==> config.mk <==
export PLATFORM = sky130hd
export DESIGN_NAME = uart_access_top
export DESIGN_NICKNAME = d
export VERILOG_FILES = /design/src/logic/uart_frame_pkg.sv /design/src/logic/uart_cmd_pkg.sv /design/src/logic/uart_rx_if.sv /design/src/logic/uart_tx_framer.sv /design/src/logic/uart_rx_framer.sv /design/src/logic/uart_cmd_master.sv /design/src/logic/uart_access_top.sv
export SDC_FILE = /design/constraint.sdc
export NUM_CORES = 1
export LEC_CHECK = 0
export ABC_CLOCK_PERIOD_IN_PS = 4200
export BUFFER_PORTS_ARGS = -buffer_cell sky130_fd_sc_hd__clkbuf_2
export CAP_MARGIN = 40
export CORE_MARGIN = 2
export CORE_UTILIZATION = 40
export DETAILED_ROUTE_END_ITERATION = 12
export SYNTH_ARGS = -nofsm -noshare
export SYNTH_HDL_FRONTEND = slang
export SYNTH_SLANG_ARGS = --single-unit
==> constraint.sdc <==
create_clock -name clk -period 4.2 [get_ports clk]
set_input_delay 0.63 -clock clk [delete_from_list [all_inputs] [get_ports clk]]
set_output_delay 0.63 -clock clk [all_outputs]
set_load 0.1 [all_outputs]
==> src/logic/uart_frame_pkg.sv <==
package uart_frame_pkg;

  localparam int DATA_BITS  = 8;
  localparam int FRAME_BITS = DATA_BITS + 3; // start, data, parity and stop.

  localparam logic START_LEVEL = 1'b0;
  localparam logic STOP_LEVEL  = 1'b1; // the line idles at this level too.

  typedef struct packed {
    logic parity_err;
    logic stop_err;
  } rx_status_t;

endpackage

==> src/logic/uart_cmd_pkg.sv <==
package uart_cmd_pkg;

  localparam int CMD_WIDTH = 16;
  localparam int ADDR_BITS = CMD_WIDTH - uart_frame_pkg::DATA_BITS - 1;

  // Host command word, bit 15 down to bit 0.
  typedef struct packed {
    logic                                 write; // set for a register write.
    logic [ADDR_BITS-1:0]                 addr;
    logic [uart_frame_pkg::DATA_BITS-1:0] data;
  } cmd_t;

  typedef struct packed {
    logic [uart_frame_pkg::DATA_BITS-1:0] data;
    logic                                 parity_err;
    logic                                 stop_err;
    logic                                 timeout; // no response arrived in time.
  } rsp_t;

endpackage

==> src/logic/uart_rx_if.sv <==
`timescale 1ns/100ps

interface uart_rx_if;

  logic                                 valid; // one pulse per reported frame.
  logic [uart_frame_pkg::DATA_BITS-1:0] data;
  uart_frame_pkg::rx_status_t           status;
  logic                                 listen; // frames starting while low are dropped.

  modport producer (output valid, output data, output status, input listen);

  modport consumer (input valid, input data, input status, output listen);

endinterface

==> src/logic/uart_tx_framer.sv <==
`timescale 1ns/100ps

module uart_tx_framer #(
  parameter int BAUD_DIV = 434
) (
  input  logic                                 clk,
  input  logic                                 rst_n,
  input  logic [uart_frame_pkg::DATA_BITS-1:0] tx_data,
  input  logic                                 tx_valid,
  output logic                                 tx_ready,
  output logic                                 tx
);

  localparam int CNT_W = (BAUD_DIV > 1) ? $clog2(BAUD_DIV) : 1;
  localparam int IDX_W = $clog2(uart_frame_pkg::FRAME_BITS);
  localparam int SHW   = uart_frame_pkg::FRAME_BITS - 1;

  logic [CNT_W-1:0] baud_cnt;
  logic [IDX_W-1:0] bit_idx;
  logic             busy;
  logic [SHW-1:0]   shift_q; // data, parity and stop still to go.
  logic             bit_end;
  logic             take;

  assign take     = tx_valid && tx_ready;
  assign bit_end  = (baud_cnt == CNT_W'(BAUD_DIV - 1));
  assign tx_ready = !busy;

  always_ff @(posedge clk or negedge rst_n)
  begin
    if (!rst_n)
    begin
      busy     <= 1'b0;
      baud_cnt <= '0;
      bit_idx  <= '0;
      tx       <= uart_frame_pkg::STOP_LEVEL;
    end
    else if (take)
    begin
      busy     <= 1'b1;
      baud_cnt <= '0;
      bit_idx  <= '0;
      tx       <= uart_frame_pkg::START_LEVEL; // start bit begins next cycle.
    end
    else if (busy)
    begin
      if (bit_end)
      begin
        baud_cnt <= '0;
        if (bit_idx == IDX_W'(uart_frame_pkg::FRAME_BITS - 1))
        begin
          busy <= 1'b0; // tx is already at the stop level and stays there.
        end
        else
        begin
          bit_idx <= bit_idx + 1'b1;
          tx      <= shift_q[0];
        end
      end
      else
      begin
        baud_cnt <= baud_cnt + 1'b1;
      end
    end
  end

  always_ff @(posedge clk)
  begin
    if (take)
    begin
      shift_q <= {uart_frame_pkg::STOP_LEVEL, ~^tx_data, tx_data}; // odd parity.
    end
    else if (busy && bit_end)
    begin
      shift_q <= {uart_frame_pkg::STOP_LEVEL, shift_q[SHW-1:1]};
    end
  end

  // A byte offered while the framer is busy must be held until taken.
  a_tx_hold : assert property (@(posedge clk) disable iff (!rst_n)
    tx_valid && !tx_ready |=> tx_valid && $stable(tx_data));

endmodule

==> src/logic/uart_rx_framer.sv <==
`timescale 1ns/100ps

module uart_rx_framer #(
  parameter int BAUD_DIV = 434
) (
  input  logic        clk,
  input  logic        rst_n,
  input  logic        rx,
  uart_rx_if.producer rx_if
);

  localparam int CNT_W = (BAUD_DIV > 1) ? $clog2(BAUD_DIV) : 1;
  localparam int IDX_W = $clog2(uart_frame_pkg::FRAME_BITS);
  localparam int HALF  = BAUD_DIV / 2;

  localparam logic [IDX_W-1:0] PARITY_IDX = IDX_W'(uart_frame_pkg::FRAME_BITS - 2);
  localparam logic [IDX_W-1:0] STOP_IDX   = IDX_W'(uart_frame_pkg::FRAME_BITS - 1);

  logic                                 rx_meta;
  logic                                 rx_sync;
  logic                                 rx_prev;
  logic                                 fall;
  logic                                 busy;
  logic                                 take_q; // listen as seen at the start edge.
  logic                                 valid_q;
  logic [CNT_W-1:0]                     baud_cnt;
  logic [CNT_W-1:0]                     sample_at;
  logic                                 sample;
  logic [IDX_W-1:0]                     bit_idx;
  logic [uart_frame_pkg::DATA_BITS-1:0] data_q;
  uart_frame_pkg::rx_status_t           status_q;

  assign fall      = rx_prev && !rx_sync;
  assign sample_at = (bit_idx == '0) ? CNT_W'(HALF - 1) : CNT_W'(BAUD_DIV - 1);
  assign sample    = busy && (baud_cnt == sample_at);

  always_ff @(posedge clk or negedge rst_n)
  begin
    if (!rst_n)
    begin
      rx_meta  <= 1'b1;
      rx_sync  <= 1'b1;
      rx_prev  <= 1'b1;
      busy     <= 1'b0;
      take_q   <= 1'b0;
      valid_q  <= 1'b0;
      baud_cnt <= '0;
      bit_idx  <= '0;
    end
    else
    begin
      rx_meta <= rx;
      rx_sync <= rx_meta;
      rx_prev <= rx_sync;
      valid_q <= 1'b0;
      if (!busy)
      begin
        if (fall)
        begin
          busy     <= 1'b1;
          take_q   <= rx_if.listen;
          baud_cnt <= '0;
          bit_idx  <= '0;
        end
      end
      else if (sample)
      begin
        baud_cnt <= '0;
        bit_idx  <= bit_idx + 1'b1;
        if (bit_idx == '0 && rx_sync != uart_frame_pkg::START_LEVEL)
        begin
          busy <= 1'b0; // a glitch, not a start bit.
        end
        else if (bit_idx == STOP_IDX)
        begin
          busy    <= 1'b0;
          valid_q <= take_q;
        end
      end
      else
      begin
        baud_cnt <= baud_cnt + 1'b1;
      end
    end
  end

  always_ff @(posedge clk)
  begin
    if (sample && bit_idx != '0 && bit_idx < PARITY_IDX)
    begin
      data_q <= {rx_sync, data_q[uart_frame_pkg::DATA_BITS-1:1]}; // LSB arrives first.
    end
    if (sample && bit_idx == PARITY_IDX)
    begin
      status_q.parity_err <= ~^{data_q, rx_sync};
    end
    if (sample && bit_idx == STOP_IDX)
    begin
      status_q.stop_err <= (rx_sync != uart_frame_pkg::STOP_LEVEL);
    end
  end

  assign rx_if.valid  = valid_q;
  assign rx_if.data   = data_q;
  assign rx_if.status = status_q;

  a_valid_pulse : assert property (@(posedge clk) disable iff (!rst_n)
    rx_if.valid |=> !rx_if.valid);

endmodule

==> src/logic/uart_cmd_master.sv <==
`timescale 1ns/100ps

module uart_cmd_master #(
  parameter int GAP_CYCLES  = 100,
  parameter int RSP_TIMEOUT = 4096
) (
  input  logic                                 clk,
  input  logic                                 rst_n,
  input  uart_cmd_pkg::cmd_t                   cmd,
  input  logic                                 cmd_valid,
  output logic                                 cmd_ready,
  output uart_cmd_pkg::rsp_t                   rsp,
  output logic                                 rsp_valid,
  output logic [uart_frame_pkg::DATA_BITS-1:0] tx_data,
  output logic                                 tx_valid,
  input  logic                                 tx_ready,
  uart_rx_if.consumer                          rx_if
);

  localparam int WAIT_MAX = (GAP_CYCLES > RSP_TIMEOUT) ? GAP_CYCLES : RSP_TIMEOUT;
  localparam int WAIT_W   = $clog2(WAIT_MAX + 1);

  typedef enum logic [2:0] {
    ST_IDLE,
    ST_HDR,
    ST_HDR_WAIT,
    ST_GAP,
    ST_DATA,
    ST_DATA_WAIT,
    ST_RSP_WAIT,
    ST_RSP_DONE
  } state_t;

  state_t             state;
  logic [WAIT_W-1:0]  wait_cnt; // gap counter for writes, timeout counter for reads.
  logic               gap_done;
  logic               rsp_late;
  uart_cmd_pkg::cmd_t cmd_q;
  uart_cmd_pkg::rsp_t rsp_q;

  assign gap_done = (wait_cnt == WAIT_W'(GAP_CYCLES - 1));
  assign rsp_late = (wait_cnt == WAIT_W'(RSP_TIMEOUT - 1));

  always_ff @(posedge clk or negedge rst_n)
  begin
    if (!rst_n)
    begin
      state    <= ST_IDLE;
      wait_cnt <= '0;
    end
    else
    begin
      case (state)
        ST_IDLE:
        begin
          if (cmd_valid)
            state <= ST_HDR;
        end
        ST_HDR:
        begin
          if (tx_ready)
            state <= ST_HDR_WAIT;
        end
        ST_HDR_WAIT:
        begin
          if (tx_ready) // header stop bit has ended.
          begin
            wait_cnt <= '0;
            state    <= cmd_q.write ? ST_GAP : ST_RSP_WAIT;
          end
        end
        ST_GAP:
        begin
          if (gap_done)
            state <= ST_DATA;
          else
            wait_cnt <= wait_cnt + 1'b1;
        end
        ST_DATA:
        begin
          if (tx_ready)
            state <= ST_DATA_WAIT;
        end
        ST_DATA_WAIT:
        begin
          if (tx_ready)
            state <= ST_IDLE;
        end
        ST_RSP_WAIT:
        begin
          if (rx_if.valid || rsp_late)
            state <= ST_RSP_DONE;
          else
            wait_cnt <= wait_cnt + 1'b1;
        end
        default:
        begin
          state <= ST_IDLE; // ST_RSP_DONE lasts one cycle.
        end
      endcase
    end
  end

  always_ff @(posedge clk)
  begin
    if (state == ST_IDLE && cmd_valid)
    begin
      cmd_q <= cmd;
    end
    if (state == ST_RSP_WAIT && rx_if.valid)
    begin
      rsp_q.data       <= rx_if.data;
      rsp_q.parity_err <= rx_if.status.parity_err;
      rsp_q.stop_err   <= rx_if.status.stop_err;
      rsp_q.timeout    <= 1'b0;
    end
    else if (state == ST_RSP_WAIT && rsp_late)
    begin
      rsp_q <= '0;
      rsp_q.timeout <= 1'b1;
    end
  end

  assign cmd_ready    = (state == ST_IDLE);
  assign tx_valid     = (state == ST_HDR) || (state == ST_DATA);
  assign tx_data      = (state == ST_DATA) ? cmd_q.data : {cmd_q.write, cmd_q.addr};
  // Listening starts with the header so a fast reply is not missed.
  assign rx_if.listen = (state == ST_RSP_WAIT) || (state == ST_HDR_WAIT && !cmd_q.write);
  assign rsp_valid    = (state == ST_RSP_DONE);
  assign rsp          = rsp_q;

  // a new command is only taken once the last frame has left the tx line.
  a_ready_tx_idle : assert property (@(posedge clk) disable iff (!rst_n)
    !tx_ready |-> !cmd_ready);

endmodule

==> src/logic/uart_access_top.sv <==
`timescale 1ns/100ps

module uart_access_top #(
  parameter int BAUD_DIV    = 434,
  parameter int GAP_CYCLES  = 100,
  parameter int RSP_TIMEOUT = 4096
) (
  input  logic               clk,
  input  logic               rst_n,
  input  uart_cmd_pkg::cmd_t cmd,
  input  logic               cmd_valid,
  output logic               cmd_ready,
  output uart_cmd_pkg::rsp_t rsp,
  output logic               rsp_valid,
  output logic               tx,
  input  logic               rx
);

  logic [uart_frame_pkg::DATA_BITS-1:0] tx_data;
  logic                                 tx_valid;
  logic                                 tx_ready;

  uart_rx_if rx_if_i ();

  uart_tx_framer #(.BAUD_DIV(BAUD_DIV)) tx_framer_i (
    .clk      (clk),
    .rst_n    (rst_n),
    .tx_data  (tx_data),
    .tx_valid (tx_valid),
    .tx_ready (tx_ready),
    .tx       (tx)
  );

  uart_rx_framer #(.BAUD_DIV(BAUD_DIV)) rx_framer_i (
    .clk   (clk),
    .rst_n (rst_n),
    .rx    (rx),
    .rx_if (rx_if_i.producer)
  );

  uart_cmd_master #(
    .GAP_CYCLES  (GAP_CYCLES),
    .RSP_TIMEOUT (RSP_TIMEOUT)
  ) master_i (
    .clk       (clk),
    .rst_n     (rst_n),
    .cmd       (cmd),
    .cmd_valid (cmd_valid),
    .cmd_ready (cmd_ready),
    .rsp       (rsp),
    .rsp_valid (rsp_valid),
    .tx_data   (tx_data),
    .tx_valid  (tx_valid),
    .tx_ready  (tx_ready),
    .rx_if     (rx_if_i.consumer)
  );

endmodule

Word-level counts from Yosys, hierarchy flattened --
Index checks and enable logic that the tools add are counted.
Word-level totals: flip-flop bits (word level) 96, latch bits 0, bits in writable memories 0, memory bits (read-only) 0, bits of input ports 20, output and inout port bits 14, logic and storage cells 142, memories 0
Cells by class: add/sub/neg operators 5, multipliers 0, div/mod/pow operators 0, magnitude comparators 1, eq/ne operators 25, shift operators 0, mux-type cells 49, bitwise operators 2, reduce and logical (&&, ||, !) cells 35
Operators by type and width (count):
- $mux 9 | 9
- $mux 13 | 3
- $pmux 13 s3 | 1
- $mux 4 | 7
- $mux 3 | 8
- $mux 11 | 2
- $pmux 3 s7 | 1
- $add 9x1->9 const B | 2
- $mux 1 | 17
- $ne 2x2->1 const B | 8
- $add 13x1->13 const B | 1
- $eq 13x12->1 const B | 1
- $eq 13x7->1 const B | 1
- $logic_and 1x1->1 | 13
- $eq 3x3->1 const B | 4
- $eq 4x4->1 const B | 3
- $reduce_bool 2->1 | 5
- $eq 9x9->1 | 1
- $eq 9x9->1 const B | 1
- $reduce_xnor 9->1 | 1
- $add 4x1->4 const B | 2
- $mux 8 | 1
- $reduce_xnor 8->1 | 1
- $reduce_and 7->1 | 1
- 14 further kinds | 23

Depth between registers and ports, before layout --
depth in word-level cells 6, gate-level depth with buffers 8, gate-level depth less buffers 7

Cells and area by module --
A second synthesis with hierarchy kept.
Second synthesis, totals: cell total of the unflattened synthesis 418, area total of the unflattened synthesis 4739.5 um^2
Modules (own cells, without submodules):
- uart_cmd_master | instances 1, cells an instance 173, area each 2067.0 um^2, seq. area each 1201.2 um^2
- uart_rx_framer | instances 1, cells an instance 121, area each 1436.4 um^2, seq. area each 779.5 um^2
- uart_tx_framer | instances 1, cells an instance 124, area each 1236.2 um^2, seq. area each 646.9 um^2

Least setup slack after synthesis --
Ideal clock, no wire load.
path kind reg2reg, start point reg master_i.state[0], end point reg master_i.cmd_q[0] in the netlist's numbering (enable), library setup time 0.374 ns, arrival time 3.462 ns, required time 3.826 ns, slack 0.364 ns, cell stages (with the launch flop) 5, path buffers 2, period minus slack after synthesis 3.836 ns, cells stage by stage dfrtp_1 -> buf_2 -> clkbuf_1 -> nor3_1 -> and2_1
Between the ends: longest elaborated chain between the ends 2
Ends and longest elaborated chain:
- start, declared | RTL line uart_cmd_master.sv:34 | state_t state;
- start signal, assigned | RTL line uart_cmd_master.sv:69 | state <= cmd_q.write ? ST_GAP : ST_RSP_WAIT;
- $logic_not 3->1
- net cmd_ready | RTL line uart_access_top.sv:12 | output logic cmd_ready,
- $logic_and 1x1->1 | RTL line uart_cmd_master.sv:106 | if (state == ST_IDLE && cmd_valid)
- end signal, assigned | RTL line uart_cmd_master.sv:108 | cmd_q <= cmd;
- end, declared | RTL line uart_cmd_master.sv:38 | uart_cmd_pkg::cmd_t cmd_q;
The timed path passes the listed nets, and every way through them passes these cells. A chain may end at the register's enable or synchronous reset.

Worst setup path in the final report --
start point reg rx_framer_i.bit_idx[0], end point reg rx_framer_i.data_q (netlist bit rx_framer_i.rx_if.data[0]) (enable)
Between the ends: longest elaborated chain between the ends 6, elaborated cells between the ends (all ways) 8, those cells by class order compare: 1; eq/ne: 1; mux: 1; reduce/logical: 5
Ends and longest elaborated chain:
- start, declared | RTL line uart_rx_framer.sv:29 | logic [IDX_W-1:0] bit_idx;
- start signal, assigned | RTL line uart_rx_framer.sv:69 | bit_idx <= bit_idx + 1'b1;
- $logic_not 4->1 | RTL line uart_rx_framer.sv:34 | assign sample_at = (bit_idx == '0) ? CNT_W'(HALF - 1) : CNT_W'(BAUD_DIV - 1);
- $mux 9 | RTL line uart_rx_framer.sv:34
- $eq 9x9->1 | RTL line uart_rx_framer.sv:35 | assign sample = busy && (baud_cnt == sample_at);
- $logic_and 1x1->1 | RTL line uart_rx_framer.sv:35
- $logic_and 1x1->1 | RTL line uart_rx_framer.sv:89 | if (sample && bit_idx != '0 && bit_idx < PARITY_IDX)
- $logic_and 1x1->1 (*) | RTL line uart_rx_framer.sv:89
- end signal, assigned | RTL line uart_rx_framer.sv:91 | data_q <= {rx_sync, data_q[uart_frame_pkg::DATA_BITS-1:1]};
- end, declared | RTL line uart_rx_framer.sv:30 | logic [uart_frame_pkg::DATA_BITS-1:0] data_q;
Mark *: on every way between the ends. The rest lies on a longest branch, timed or not.

==> results_dict.tcl <==
set metrics [dict create \
    die-area_um2 12930 \
    slowest_stage "dfrtp_1" \
    finalHoldViolCount 0 \
    fin_skew_ns 0.008441 \
    cp.arrival_ns 2.59 \
    timing.final.crit_period_ns 2.524 \
    die_y_um 113.7 \
    ys_seq_area_frac 0.5456 \
    post_cts_resized 0 \
    post_synth.cell_area_avg_um2 11.23 \
    end_kind "register" \
    grt_util_all_layers 0.1472 \
    ant_nets 0 \
    total_power_mw 2.670 \
    detail_route.wl_per_cell_um 14.08 \
    htree_levels 3 \
    critPathKind "register to register" \
    met3_usage 0.03719 \
    post-route-period-util 0.6011 \
    clock_latency_ns 0.35 \
    cts_sinks 96 \
    vias 3236 \
    io_pins 34 \
    drive_gt1_frac 0.1502 \
    grt_pass1_wl_mm 14.84 \
    synth.area.top_cells "edfxtp_1, dfrtp_1, xnor2_1, nand2_1, o21ai_0" \
    critPathTopFamily "simple AND/OR/NAND/NOR gates" \
    yosysTopAreaCell "edfxtp_1" \
    crit_fanout 12 \
    busiest_layer "met2" \
    gp_congestion 0.7628 \
    diodes 0 \
    path_cells "inv_1, ha_1, or3b_4, nor3_4, o21ai_4, nor3_1, buf_2" \
    antenna_found_initial 0 \
    synth.most_common_cell "dfrtp_1" \
    max_freq_ghz 0.3961 \
    totalWireLength_mm 8.634 \
    relSlewSlack 0.4478 \
    synth_edf_count 45 \
    coreArea_um2 11860 \
    yosys_warnings 0 \
    report.final.slew_viol_count 0 \
    core.rowCount 40 \
    post-route-drc-count 0 \
    synth-seq-cells 96 \
    async_flop_share 0.5208 \
    ctsHoldBuffers 0 \
    drtIter0Drc 195 \
    status "completed" \
    synth_top_cell_area_share 0.2806 \
    grt_max_degree 51 \
    leakage_nw 2.036 \
    fin_tns_setup_ns 0 \
    drv_cap 0 \
    ys_types 60 \
    grt_use_met1 0.2002 \
    root_buffer "clkbuf_16" \
    first_global_vias 3065 \
    path_buf_inv 2 \
    cts_made_buffers 9 \
    drt_pass1_iterations 4 \
    die_x_um 113.7 \
    dpl.hpwl_mm 5.982 \
    syn_to_final_growth_pct 11.48 \
    ir_worst_vdd_v 0.0002357 \
    avgViaCountPerCell 5.279 \
    clockBufferDepth 2 \
    yosys-top-cells-count "dfrtp_1, edfxtp_1, nand2_1" \
    gr-total-overflow 0 \
    synthCells 429 \
    powerDensity_nw_per_um2 497.3 \
    initial_core_util 0.4060 \
    slowest_delay_ns 0.41 \
    numPortBuffers 33 \
    cts_tree "done" \
    synth_area_um2 4816 \
    grt_util_met2 0.2168 \
    final_util 0.4526 \
    tightest_slew_ns 0.8253 \
    setup_viol 0 \
    clk_pin_slew_worst_paths_ns 0.07 \
    syn_nets 460 \
    fin_nets 492 \
    critPathRequiredTime_ns 4.26 \
    post_cts.repair.setup_buffers 0 \
    rsz0062_at_grt "no" \
    synth_ff_type "dfrtp_1" \
    hold_path_class "register to register" \
    cp-start-kind "register" \
]
==> through the flow <==
| step | hold slack, ns | instances | setup WS (ns) | instance area (um^2) |
|---|---|---|---|---|
| 2_1_floorplan | 0.3344 | 429 | 0.3636 | 4816 |
| 3_3_place_gp | 0.3498 | 594 | 1.451 | 5076 |
| 3_5_place_dp | 0.3468 | 597 | 1.662 | 5094 |
| 4_1_cts | 0.3553 | 613 | 1.665 | 5369 |
| 5_1_grt | 0.3589 | 613 | 1.519 | 5369 |
| 6_report | 0.3570 | 613 | 1.676 | 5369 |
==> placed cells by master (no fill, tap or decap), types with 3 or more instances in the layout <==
cell type  instances
a21oi_1           14
nand2b_1          10
a31oi_1            6
nand4_1            7
nand3b_1           3
a32o_1             3
or3_1              4
o211ai_1           5
o21ai_1            6
nand3_1           17
edfxtp_1          45
o21ai_0           30
buf_4              3
and3_1            11
o31ai_1           11
clkbuf_2          33
xnor2_1           22
or4_1             10
dfrtp_1           46
mux2i_1           13
nor2_1            15
xor2_1             7
nor4b_1            4
a22o_1             3
ha_1              11
nor3_1             6
and2_1            14
dfstp_2            4
clkbuf_16          9
inv_1              9
nand2_1           41
==> where the power goes <==
part | internal (mW) | switching (mW) | total (mW) | leakage [nW]
Combinational | 0.230 | 0.352 | 0.583 | 0.877
Clock | 0.419 | 0.355 | 0.774 | 0.131
Sequential | 1.13 | 0.188 | 1.31 | 1.03
Total | 1.77 | 0.895 | 2.67 | 2.04
==> kinds of logic after synthesis <==
group	count (synthesis)	synth area share
XOR/XNOR	29	0.05274
flip-flops	96	0.5456
buffers and inverters	27	0.02936
adder cells (fa/ha/maj)	11	0.02858
AO/OA/AOI/OAI	90	0.1208
AND/OR/NAND/NOR	163	0.1959
multiplexers	13	0.02702
==> per-layer routing <==
metal / share of wire / wire length (um)
met3: 0.038 / 325
met2: 0.45 / 3903
met1: 0.49 / 4209
met4: 0.023 / 195
met5: 0 / 0
==> area by class of cell <==
type                       count  area [um^2]
timing repair buffer          38        197.7
fill                        1068         6492
tap                          147        183.9
inverter                      10        37.54
clock inverter                 4        28.78
multi-input combinational    306         2047
sequential                    96         2628
clock buffer                  12        246.5
==> worst paths after layout <==
| check | slack, ns | cells past startpoint | start | to |
|---|---|---|---|---|
| hold reg to reg | 0.36 | 0 | rx_framer_i.rx_meta | rx_framer_i.rx_sync |
| setup reg to reg | 1.68 | 7 | rx_framer_i.bit_idx[0] | rx_framer_i.rx_if.data[0] |
| setup / recovery | 1.68 | 7 | rx_framer_i.bit_idx[0] | rx_framer_i.rx_if.data[0] |
| hold / removal | 0.36 | 0 | rx_framer_i.rx_meta | rx_framer_i.rx_sync |
| min in group asynchronous | 0.39 | 2 | rst_n | master_i.wait_cnt[5] |
| max in group asynchronous | 3.36 | 2 | rst_n | rx_framer_i.baud_cnt[2] |
==> state kept, by name, indices dropped and copies added, names as in the netlist, 4 cells and up <==
| register | count |
|---|---|
| tx_framer_i.bit_idx | 4 |
| master_i.rsp | 11 |
| master_i.wait_cnt | 13 |
| rx_framer_i.baud_cnt | 9 |
| master_i.cmd_q | 16 |
| tx_framer_i.baud_cnt | 9 |
| rx_framer_i.rx_if.data | 8 |
| tx_framer_i.shift_q | 9 |
| rx_framer_i.bit_idx | 4 |
(Power assumes the default switching activity.)
